`config.mk`:
```
export PLATFORM = sky130hd
export DESIGN_NAME = dma_top
export DESIGN_NICKNAME = d
export VERILOG_FILES = /design/src/verilog/dma_pkg.sv /design/src/verilog/dma_ifs.sv /design/src/verilog/dma_top.sv /design/src/verilog/dma_ctrl.sv /design/src/verilog/dma_xfer_count.sv /design/src/verilog/dma_fifo.sv
export SDC_FILE = /design/constraint.sdc
export NUM_CORES = 1
export LEC_CHECK = 0
export ABC_AREA = 1
export BUFFER_PORTS_ARGS = -buffer_cell sky130_fd_sc_hd__buf_4
export CORE_MARGIN = 2
export CORE_UTILIZATION = 40
export DETAILED_ROUTE_END_ITERATION = 12
export SLEW_MARGIN = 20
export SYNTH_ARGS = -nofsm -noshare
export SYNTH_HDL_FRONTEND = slang
export SYNTH_SLANG_ARGS = --single-unit
export TNS_END_PERCENT = 10
```
`constraint.sdc`:
```
create_clock -name clk -period 2.7 [get_ports clk]
set_input_delay 0.405 -clock clk [delete_from_list [all_inputs] [get_ports clk]]
set_output_delay 0.405 -clock clk [all_outputs]
set_load 0.02 [all_outputs]
```
`src/verilog/dma_pkg.sv`:
```
`default_nettype none

package dma_pkg;

	// ==========================================================================
	// Bus and FIFO sizes
	// ==========================================================================

	localparam int addr_w = 16;                 // Word address on the memory bus
	localparam int data_w = 16;                 // One bus word
	localparam int fifo_log2 = 4;               // FIFO depth exponent
	localparam int fifo_words = 1 << fifo_log2; // Also the longest legal transfer

	// Byte enables for a full-word store
	localparam logic [1:0] write_mask = 2'b11;

	// ==========================================================================
	// Types
	// ==========================================================================

	// Memory side addresses count words
	typedef logic [addr_w-1:0] addr_t;

	// Device byte address is one bit wider than the word address
	typedef logic [addr_w:0] byte_addr_t;

	typedef logic [data_w-1:0] data_t;

	// One extra bit so the index can reach fifo_words
	typedef logic [fifo_log2:0] idx_t;

	// ==========================================================================
	// Controller states
	// ==========================================================================

	typedef enum logic [3:0]
	{
		IDLE,      // Waiting for rqst
		GET_REGS,  // Request registers captured
		LOAD_MEM,  // Bus setup before the first read
		MEM_READ,  // Memory words into the FIFO
		DEV_SEND,  // FIFO words out to the device
		DEV_RECV,  // Device words into the FIFO
		MEM_WRITE, // FIFO words out to memory
		ABORT,     // Bus error seen
		DONE       // end_flag cycle
	} state_e;

	// Read direction seen on rd_wr
	localparam logic dir_read = 1'b1;

endpackage

`default_nettype wire
```
`src/verilog/dma_ifs.sv`:
```
`timescale 1ns/1ps
`default_nettype none

// ==========================================================================
// Controller to word FIFO
// ==========================================================================

interface fifo_if;
	import dma_pkg::*;

	logic  clear;  // Empty the FIFO
	logic  push;   // Store one word this edge
	logic  pop;    // Drop the head this edge
	logic  to_mem; // Write transfer with the device feeding the FIFO
	logic  full;
	logic  empty;
	data_t head;   // Oldest word while not empty

	modport ctrl
	(
		output clear, push, pop, to_mem,
		input  full, empty
	);

	modport buffer
	(
		input  clear, push, pop, to_mem,
		output full, empty, head
	);

endinterface

// ==========================================================================
// Controller to transfer counter
// ==========================================================================

interface count_if;
	logic load;     // Capture length and base and zero the index
	logic step;     // One word done
	logic is_zero;  // Zero-length request
	logic too_long; // More than the FIFO holds
	logic last;     // Index on the final word

	modport ctrl
	(
		output load, step,
		input  is_zero, too_long, last
	);

	modport cnt
	(
		input  load, step,
		output is_zero, too_long, last
	);

endinterface

`default_nettype wire

```
`src/verilog/dma_top.sv`:
```
`timescale 1ns/1ps
`default_nettype none

module dma_top
(
	input  logic                clk,
	input  logic                reset,
	// Device side
	input  dma_pkg::addr_t      num_words,
	input  dma_pkg::byte_addr_t start_addr,
	input  logic                rd_wr,
	input  logic                rqst,
	input  logic                dev_ack,
	input  dma_pkg::data_t      dev_in,
	output logic                dma_ack,
	output logic                end_flag,
	output logic                xfer_error,
	output dma_pkg::data_t      dev_out,
	// Memory bus side
	input  dma_pkg::data_t      dma_in,
	input  logic                dma_ready,
	input  logic                dma_resp,
	output dma_pkg::addr_t      dma_addr,
	output dma_pkg::data_t      dma_out,
	output logic                dma_en,
	output logic [1:0]          dma_we
);

	fifo_if  fi ();
	count_if ci ();

	// ==========================================================================
	// Blocks
	// ==========================================================================

	dma_ctrl ctrl_i
	(
		.clk        (clk),
		.reset      (reset),
		.rqst       (rqst),
		.rd_wr      (rd_wr),
		.dev_ack    (dev_ack),
		.dma_ready  (dma_ready),
		.dma_resp   (dma_resp),
		.dma_ack    (dma_ack),
		.dma_en     (dma_en),
		.end_flag   (end_flag),
		.xfer_error (xfer_error),
		.dma_we     (dma_we),
		.f          (fi.ctrl),
		.c          (ci.ctrl)
	);

	dma_fifo fifo_i (.clk(clk), .reset(reset), .f(fi.buffer), .dev_in(dev_in), .dma_in(dma_in));

	dma_xfer_count cnt_i
	(
		.clk        (clk),
		.reset      (reset),
		.c          (ci.cnt),
		.num_words  (num_words),
		.start_addr (start_addr),
		.dma_addr   (dma_addr)
	);

	// One consumer per phase, so both sides see the head
	assign dev_out = fi.head;
	assign dma_out = fi.head; // Qualified by dma_we

endmodule

`default_nettype wire

```
`src/verilog/dma_ctrl.sv`:
```
`timescale 1ns/1ps
`default_nettype none

module dma_ctrl
(
	input  logic       clk,
	input  logic       reset,
	input  logic       rqst,
	input  logic       rd_wr,      // High for a read
	input  logic       dev_ack,
	input  logic       dma_ready,
	input  logic       dma_resp,
	output logic       dma_ack,
	output logic       dma_en,
	output logic       end_flag,
	output logic       xfer_error,
	output logic [1:0] dma_we,
	fifo_if.ctrl       f,
	count_if.ctrl      c
);
	import dma_pkg::*;

	state_e state;
	state_e next_state;
	logic   err_q;    // Held into DONE
	logic   to_mem_q; // Write transfer in flight
	logic   mem_done; // Bus access completes this edge
	logic   mem_ok;   // Completes without error
	logic   dev_done; // Device word moves this edge

	// ==========================================================================
	// Handshake decode
	// ==========================================================================

	assign mem_done = dma_en & dma_ready;
	assign mem_ok = mem_done & ~dma_resp;
	assign dev_done = dma_ack & dev_ack;

	// ==========================================================================
	// State register and next state
	// ==========================================================================

	always_ff @(posedge clk or posedge reset)
	begin
		if (reset)
			state <= IDLE;
		else
			state <= next_state;
	end

	always_comb
	begin
		next_state = state; // Hold by default
		case (state)
			IDLE:
				if (rqst)
					next_state = GET_REGS;
			GET_REGS:
				if (c.is_zero || c.too_long)
					next_state = DONE; // Nothing to move
				else if (rd_wr == dir_read)
					next_state = LOAD_MEM;
				else
					next_state = DEV_RECV;
			LOAD_MEM:
				next_state = MEM_READ;
			MEM_READ:
				if (mem_done && dma_resp)
					next_state = ABORT;
				else if (mem_ok && c.last)
					next_state = DEV_SEND; // FIFO holds all words
			DEV_SEND:
				if (dev_done && c.last)
					next_state = DONE;
			DEV_RECV:
				if (dev_done && c.last)
					next_state = MEM_WRITE;
			MEM_WRITE:
				if (mem_done && dma_resp)
					next_state = ABORT;
				else if (mem_ok && c.last)
					next_state = DONE;
			ABORT:
				next_state = DONE;
			DONE:
				next_state = IDLE;
			default:
				next_state = IDLE;
		endcase
	end

	// ==========================================================================
	// Transfer flags
	// ==========================================================================

	always_ff @(posedge clk or posedge reset)
	begin
		if (reset)
		begin
			err_q <= 1'b0;
			to_mem_q <= 1'b0;
		end
		else if (state == GET_REGS)
		begin
			err_q <= c.too_long; // Rejected length
			to_mem_q <= (rd_wr != dir_read);
		end
		else if (mem_done && dma_resp)
			err_q <= 1'b1; // Bus error
	end

	// Outputs
	assign dma_ack = (state == DEV_SEND) || (state == DEV_RECV);
	assign dma_en = (state == MEM_READ) || (state == MEM_WRITE);
	assign dma_we = (state == MEM_WRITE) ? write_mask : 2'b00;
	assign end_flag = (state == DONE);
	assign xfer_error = (state == DONE) & err_q;

	// FIFO strobes
	assign f.clear = (state == GET_REGS) || (state == ABORT);
	assign f.push = ((state == MEM_READ) && mem_ok) || ((state == DEV_RECV) && dev_done);
	assign f.pop = ((state == DEV_SEND) && dev_done) || ((state == MEM_WRITE) && mem_ok);
	assign f.to_mem = to_mem_q;

	// Counter strobes, one step per completed handshake
	assign c.load = (state == GET_REGS);
	assign c.step = mem_ok | dev_done;

endmodule

`default_nettype wire

```
`src/verilog/dma_xfer_count.sv`:
```
`timescale 1ns/1ps
`default_nettype none

module dma_xfer_count
(
	input  logic               clk,
	input  logic               reset,
	count_if.cnt               c,
	input  dma_pkg::addr_t     num_words,
	input  dma_pkg::byte_addr_t start_addr,
	output dma_pkg::addr_t     dma_addr
);
	import dma_pkg::*;

	// ==========================================================================
	// Request registers
	// ==========================================================================

	addr_t len;     // Requested word count
	addr_t base;    // Start word address
	idx_t  idx;     // Word within the current phase
	addr_t len_now; // Length seen by the flags

	// Requested length feeds the flags
	always_ff @(posedge clk or posedge reset)
	begin
		if (reset)
			len <= '0;
		else if (c.load)
			len <= num_words;
	end

	// Byte address halved to a word address
	always_ff @(posedge clk)
	begin
		if (c.load)
			base <= start_addr[addr_w:1];
	end

	// Index wraps to zero after the last word
	// So each phase starts again from the base
	always_ff @(posedge clk or posedge reset)
	begin
		if (reset)
			idx <= '0;
		else if (c.load)
			idx <= '0;
		else if (c.step)
			idx <= c.last ? '0 : idx + idx_t'(1);
	end

	// ==========================================================================
	// Address and flags
	// ==========================================================================

	assign dma_addr = base + addr_t'(idx);

	// While loading, flags look at the incoming request
	// Lets GET_REGS decide in one cycle
	assign len_now = c.load ? num_words : len;

	assign c.is_zero = (len_now == '0);
	assign c.too_long = (len_now > addr_t'(fifo_words));

	// Final word of a phase
	assign c.last = (addr_t'(idx) == len - addr_t'(1));

endmodule

`default_nettype wire

```
`src/verilog/dma_fifo.sv`:
```
`timescale 1ns/1ps
`default_nettype none

module dma_fifo
(
	input  logic           clk,
	input  logic           reset,
	fifo_if.buffer         f,
	input  dma_pkg::data_t dev_in,
	input  dma_pkg::data_t dma_in
);
	import dma_pkg::*;

	// ==========================================================================
	// Storage and pointers
	// ==========================================================================

	data_t                mem [fifo_words]; // Word storage
	logic [fifo_log2-1:0] wr_ptr;          // Wraps at fifo_words
	logic [fifo_log2-1:0] rd_ptr;
	idx_t                 count;           // 0 to fifo_words
	data_t                wr_data;
	logic                 do_push;
	logic                 do_pop;

	// Input steering
	// Writes take device words, reads take bus words
	assign wr_data = f.to_mem ? dev_in : dma_in;

	// Guard against overrun and underrun
	assign do_push = f.push & ~f.full;
	assign do_pop = f.pop & ~f.empty;

	always_ff @(posedge clk)
	begin
		if (do_push)
			mem[wr_ptr] <= wr_data;
	end

	// Pointer and count update
	always_ff @(posedge clk or posedge reset)
	begin
		if (reset)
		begin
			wr_ptr <= '0;
			rd_ptr <= '0;
			count <= '0;
		end
		else if (f.clear)
		begin
			wr_ptr <= '0; // Drop anything left over
			rd_ptr <= '0;
			count <= '0;
		end
		else
		begin
			if (do_push)
				wr_ptr <= wr_ptr + 1'b1;
			if (do_pop)
				rd_ptr <= rd_ptr + 1'b1;
			case ({do_push, do_pop})
				2'b10:   count <= count + idx_t'(1);
				2'b01:   count <= count - idx_t'(1);
				default: count <= count; // Both or neither
			endcase
		end
	end

	// ==========================================================================
	// Flags and head
	// ==========================================================================

	assign f.full = (count == idx_t'(fifo_words));
	assign f.empty = (count == '0);

	// Asynchronous head read follows rd_ptr
	assign f.head = mem[rd_ptr];

endmodule

`default_nettype wire

```
Word-level counts from Yosys, hierarchy flattened --
Memory sizes are Yosys's and may differ from the RTL's. Index checks and enable logic that the tools add are counted. Widths: inputs -> output; s select.
Word-level totals: memory bits (writable) 256, input port bits 72, memories kept 1, register bits 56
Cells by class: magnitude comparators 1, muxes and demuxes 26, bitwise operators 11, equal/unequal tests 17, $add $sub $neg 7, reductions and logical operators 22
Memory list:
- fifo_i.mem | depth 16, bits a word 16, read ports 1, clocked after Yosys merged registers in 0, wr ports 1, line dma_fifo.sv:18 | data_t mem [fifo_words];
Operators by type and width (count):
- $mux 4 | 12
- $mux 16 | 2
- $pmux 4 s8 | 1
- $mux 5 | 4
- $add 16x5->16 | 1
- $eq 4x3->1 const B | 4
- $eq 5x16->1 | 1
- $gt 16x5->1 const B | 1
- $logic_not 16->1 | 1
- $sub 16x1->16 const B | 1
- $add 5x1->5 const B | 2
- $pmux 5 s2 | 1
- $add 4x1->4 const B | 2
- $eq 4x2->1 const B | 2
- $reduce_bool 2->1 | 4
- $logic_and 1x1->1 | 7
- $and 1x1->1 | 6
- $logic_or 1x1->1 | 6
- $ne 3x1->1 const B | 2
- $eq 5x5->1 const B | 1
- $logic_not 5->1 | 1
- $reduce_and 5->1 | 1
- $sub 5x1->5 const B | 1
- $eq 4x1->1 const B | 1
- other kinds (12) | 19

Logic depth before layout (Yosys ltp) --
depth after elaboration 10, depth in mapped cells 17

By module --
A second synthesis with hierarchy kept.
Second synthesis, totals: cells, all modules 1245, area total of the unflattened synthesis 14491.4 um^2
By module, submodules not included:
- dma_fifo | cells an instance 828, instances 1, sequential area each 8012.7 um^2, area an instance 11368.4 um^2
- dma_xfer_count | cells an instance 316, instances 1, sequential area each 1006.0 um^2, area an instance 2482.4 um^2
- dma_ctrl | cells an instance 85, instances 1, sequential area each 150.1 um^2, area an instance 520.5 um^2
- dma_top | cells an instance 16, instances 1, sequential area each 0.0 um^2, area an instance 120.1 um^2

Least setup slack after synthesis --
OpenSTA, ideal clock, no wires.
path kind reg2out, start register cnt_i.idx[0], end output port dma_addr[12], arrival time 2.412 ns, cell stages (with the launch flop) 12, slack -0.117 ns, data required time 2.295 ns, path through dfrtp_1 -> ha_1 -> inv_1 -> fa_1 -> o21ai_1 -> nand2_1 -> a21oi_2 -> nand3_1 -> nor3b_1 -> nand2_1 -> nor2_1 -> xor2_1
On the way: cells in the longest elaborated chain, start to end 1
RTL lines:
- start, declared | line dma_xfer_count.sv:21 | idx_t idx;
- start signal, assigned | line dma_xfer_count.sv:49 | idx <= c.last ? '0 : idx + idx_t'(1);
- $add 16x5->16 | line dma_xfer_count.sv:56 | assign dma_addr = base + addr_t'(idx);
- end, declared | line dma_top.sv:23 | output dma_pkg::addr_t dma_addr,
No other way between the ends.

Worst setup path in the final report --
start register cnt_i.idx[3], end output port dma_addr[4]
Same word-level chain as after synthesis.

==> impl_metrics.yaml <==
synth:
  synthTopCellsByArea: "edfxtp_1 (59%), nand2_1 (7.6%), dfrtp_1 (7.3%)"
  yosys.area.top_type: "edfxtp_1"
  async_flop_share_pct: 12.8
  syn_area_per_cell_um2: 11.0
  synth_top_area_share_pct: 59.4
  synth_cells: 1247
  synth.cell_area_mm2: 0.0138
  yosys-top-cells-count: "nand2_1 (279), edfxtp_1 (272), nor2_1 (124)"
  ys_seq_area_share_pct: 66.6
  synthFlopType: "edfxtp_1"
  synthDistinctLibCells: 43
  yosys_warnings: 0
  ys_ff_latch: 312
  synth_most_common_cell: "nand2_1"
  synth_edf_count: 272
  synthesis.nets: 1336
critical_path:
  cp_slowest_cell: "dfrtp_1"
  startpoint_type: "flip-flop"
  cp.arrival_ns: 2.77
  crit_top_cell: "buf_4"
  worstSetupPathType: "flip-flop to output port"
  cp-end-kind: "output port"
  critPathMaxStageDelay_ns: 0.41
  worstPathCellList: "ha_4 > a21oi_2 > o21ai_2 > buf_4 > buf_4 > buf_4 > buf_4 > buf_4 > buf_4 > buf_4 > buf_4 > xor2_1 > buf_4"
  worstPathMaxFanout: 4
  cp.required_ns: 2.30
global_routing:
  grt_pass1_wl_um: 52900
  first_global_vias: 9498
  antenna_found_initial: 0
  grt_max_degree: 131
  grt_usage_pct: 19.3
  grt_overflow: 0
sta:
  tns_ns: -3.80
  fin_worst_skew_ns: 0.0169
  rsz0062_at_grt: "yes"
  holdWs_ns: 0.0673
  post-route-min-period_ns: 3.18
  timing.final.ws_setup_ns: -0.476
  setup_violations: 39
  maxSlewViolCount: 0
  min_period_over_period_pct: 118
  relSlewSlack_pct: 53.2
  hold_violations: 0
  fmax_ghz: 0.315
  tightest_slew_ns: 0.700
layout:
  regArea_mm2: 0.00917
  fin_cells: 1887
  final_util_pct: 50.9
  multiInputGateArea_mm2: 0.00423
  diodes: 0
  nNetsFinal: 1504
  drive_above_1_share_pct: 24.7
  fillers: 2972
  syn_to_final_growth_pct: 24.6
power_and_ir_drop:
  leakagePower_nw: 6.67
  power_mw: 14.2
  irDropWorstVdd_mv: 0.433
  power_density_mw_per_mm2: 828
placed_design:
  dpl.cell_count: 1810
  dp_hpwl_um: 22200
  io_buffer_count: 124
  gp_congestion: 0.827
die:
  boundaryPins: 126
  row_count: 67
  core_area_mm2: 0.0337
  dieArea_mm2: 0.0359
  dieHeight_um: 189
  start_util_pct: 40.8
  die_x_um: 189
detailed_routing:
  routed_wl_um: 34900
  drtIter0Drc: 632
  drc_errors: 0
  drtPass1Iterations: 5
  vias: 9772
  wl_per_cell_um: 18.5
  vias_per_cell: 5.18
  antenna_left: 0
clock_network:
  clk_pin_slew_ns: 0.06
  cts-root-buf: "clkbuf_16"
  cts_tree: "yes"
  h-tree-depth: 2
  cts_buffers: 34
  cts.sinks: 312
  clock_latency_ns: 0.52
  clk_path_buf_depth: 3
status:
  violations: "negative setup slack"
  outcome: "finished with violations"
worst_hold_path:
  hold_class: "primary input to flip-flop"
job:
  maxCapViolCount: 0
## metal layers
layer / global-route usage, % / vias to the layer above / wire (um)
met5: 0 / - / 0
met3: 2.45 / 65 / 1700
met4: 6.05 / 0 / 920
met2: 33.0 / 248 / 17100
li1: - / 4703 / -
met1: 25.8 / 4756 / 15200
## cell type report
class / instances / area share (%)
Clock buffer: 36 / 5.13
Clock inverter: 24 / 1.83
Inverter: 84 / 1.89
Multi-Input combinational cell: 783 / 24.6
Sequential cell: 312 / 53.5
Tap cell: 448 / 3.27
Timing Repair Buffer: 200 / 9.72
## path summary, 6_finish.rpt
| kind | start | to | slack [ns] | depth (start not counted) |
|---|---|---|---|---|
| worst max register to register | ctrl_i.state[2]$_DFFE_PP0P_ | fifo_i.count[4]$_DFFE_PP0P_ | 0.15 | 14 |
| max in group asynchronous | reset | cnt_i.len[15]$_DFF_PP0_ | 1.55 | 4 |
| worst min-delay path | start_addr[1] | cnt_i.base[0]$_DFFE_PN_ | 0.07 | 1 |
| worst min register to register | fifo_i.count[3]$_DFFE_PP0P_ | fifo_i.count[3]$_DFFE_PP0P_ | 0.56 | 2 |
| min in group asynchronous | reset | cnt_i.idx[1]$_DFFE_PP0P_ | 0.44 | 3 |
| worst max-delay path | cnt_i.idx[3]$_DFFE_PP0P_ | dma_addr[4] | -0.48 | 13 |
## power by group
group	internal, mW	switching (mW)	total, mW
clock network	3.05	1.91	4.96
logic	0.892	2.04	2.93
registers	6.04	0.266	6.30
total	9.98	4.21	14.2
## state kept, by name (all words and copies together), names as in the netlist
name and cells:
cnt_i.len 16, cnt_i.base 16, cnt_i.idx 5, fifo_i.count 5
ctrl_i.state 4, ctrl_i.err_q 1, fifo_i.wr_ptr 4, fifo_i.rd_ptr 4
fifo_i.mem 256, ctrl_i.f.to_mem 1
## critical path: cells and delay by family (launching register included)
kind	cells	cell delay, ns
adders and majority gates	1	0.28
buffers and inverters	9	1.15
xor gates and xnor gates	1	0.18
DFF	1	0.41
AOI/OAI and AO/OA	2	0.24
## through the flow
| stage | setup slack [ns] | area, um2 |
|---|---|---|
| after floorplan | 0.000984 | 13800 |
| after global placement | -0.0598 | 15500 |
| after detailed placement | -0.0824 | 15500 |
| after CTS | -0.440 | 17000 |
| after global routing | -0.517 | 17100 |
| final | -0.476 | 17100 |
## cells in the final DEF (no fill, tap or decap), types with 4 or more instances in the layout
cell type,Yosys,layout
edfxtp_1,272,272
nand2_1,279,267
buf_4,17,183
nor2_1,124,105
o21ai_0,97,84
inv_1,76,73
nand3_1,66,64
dfrtp_1,40,39
clkbuf_16,0,35
a21oi_1,46,34
o21ai_1,15,25
nor2_2,7,23
o22ai_1,22,22
nand4_1,20,20
nand2_2,6,18
a21oi_2,3,15
xor2_1,18,14
o221ai_1,15,13
clkinv_1,3,12
ha_1,15,11
a221oi_1,17,9
a221oi_2,0,8
nor2_4,5,8
buf_12,0,8
o21ai_2,4,7
bufinv_16,0,7
buf_6,3,6
nor3_1,5,5
xnor2_1,4,4
xor2_2,0,4
inv_2,3,4
clkinv_2,1,4
clkinvlp_4,0,4
## kinds of logic (layout without fill, tap and decap cells)
family,count (synthesis),after routing,share of synthesized area (%)
compound gates,223,223,9.46
xor+xnor,22,22,1.40
fa+ha+maj,17,17,1.66
buf+inv,152,344,4.82
flops,312,312,66.6
simple gates,521,521,16.0
## what timing repair did
item / 4_1_cts / 5_1_grt
hold buffers: 1 / 0
endpoints found under the setup margin: 41 / 45
hold endpoints to repair: 14 / 0
gates resized for setup: 52 / 21
buffers inserted: 14 / 2
pin swaps: 26 / 12
Power figures use the tool's default switching activity.
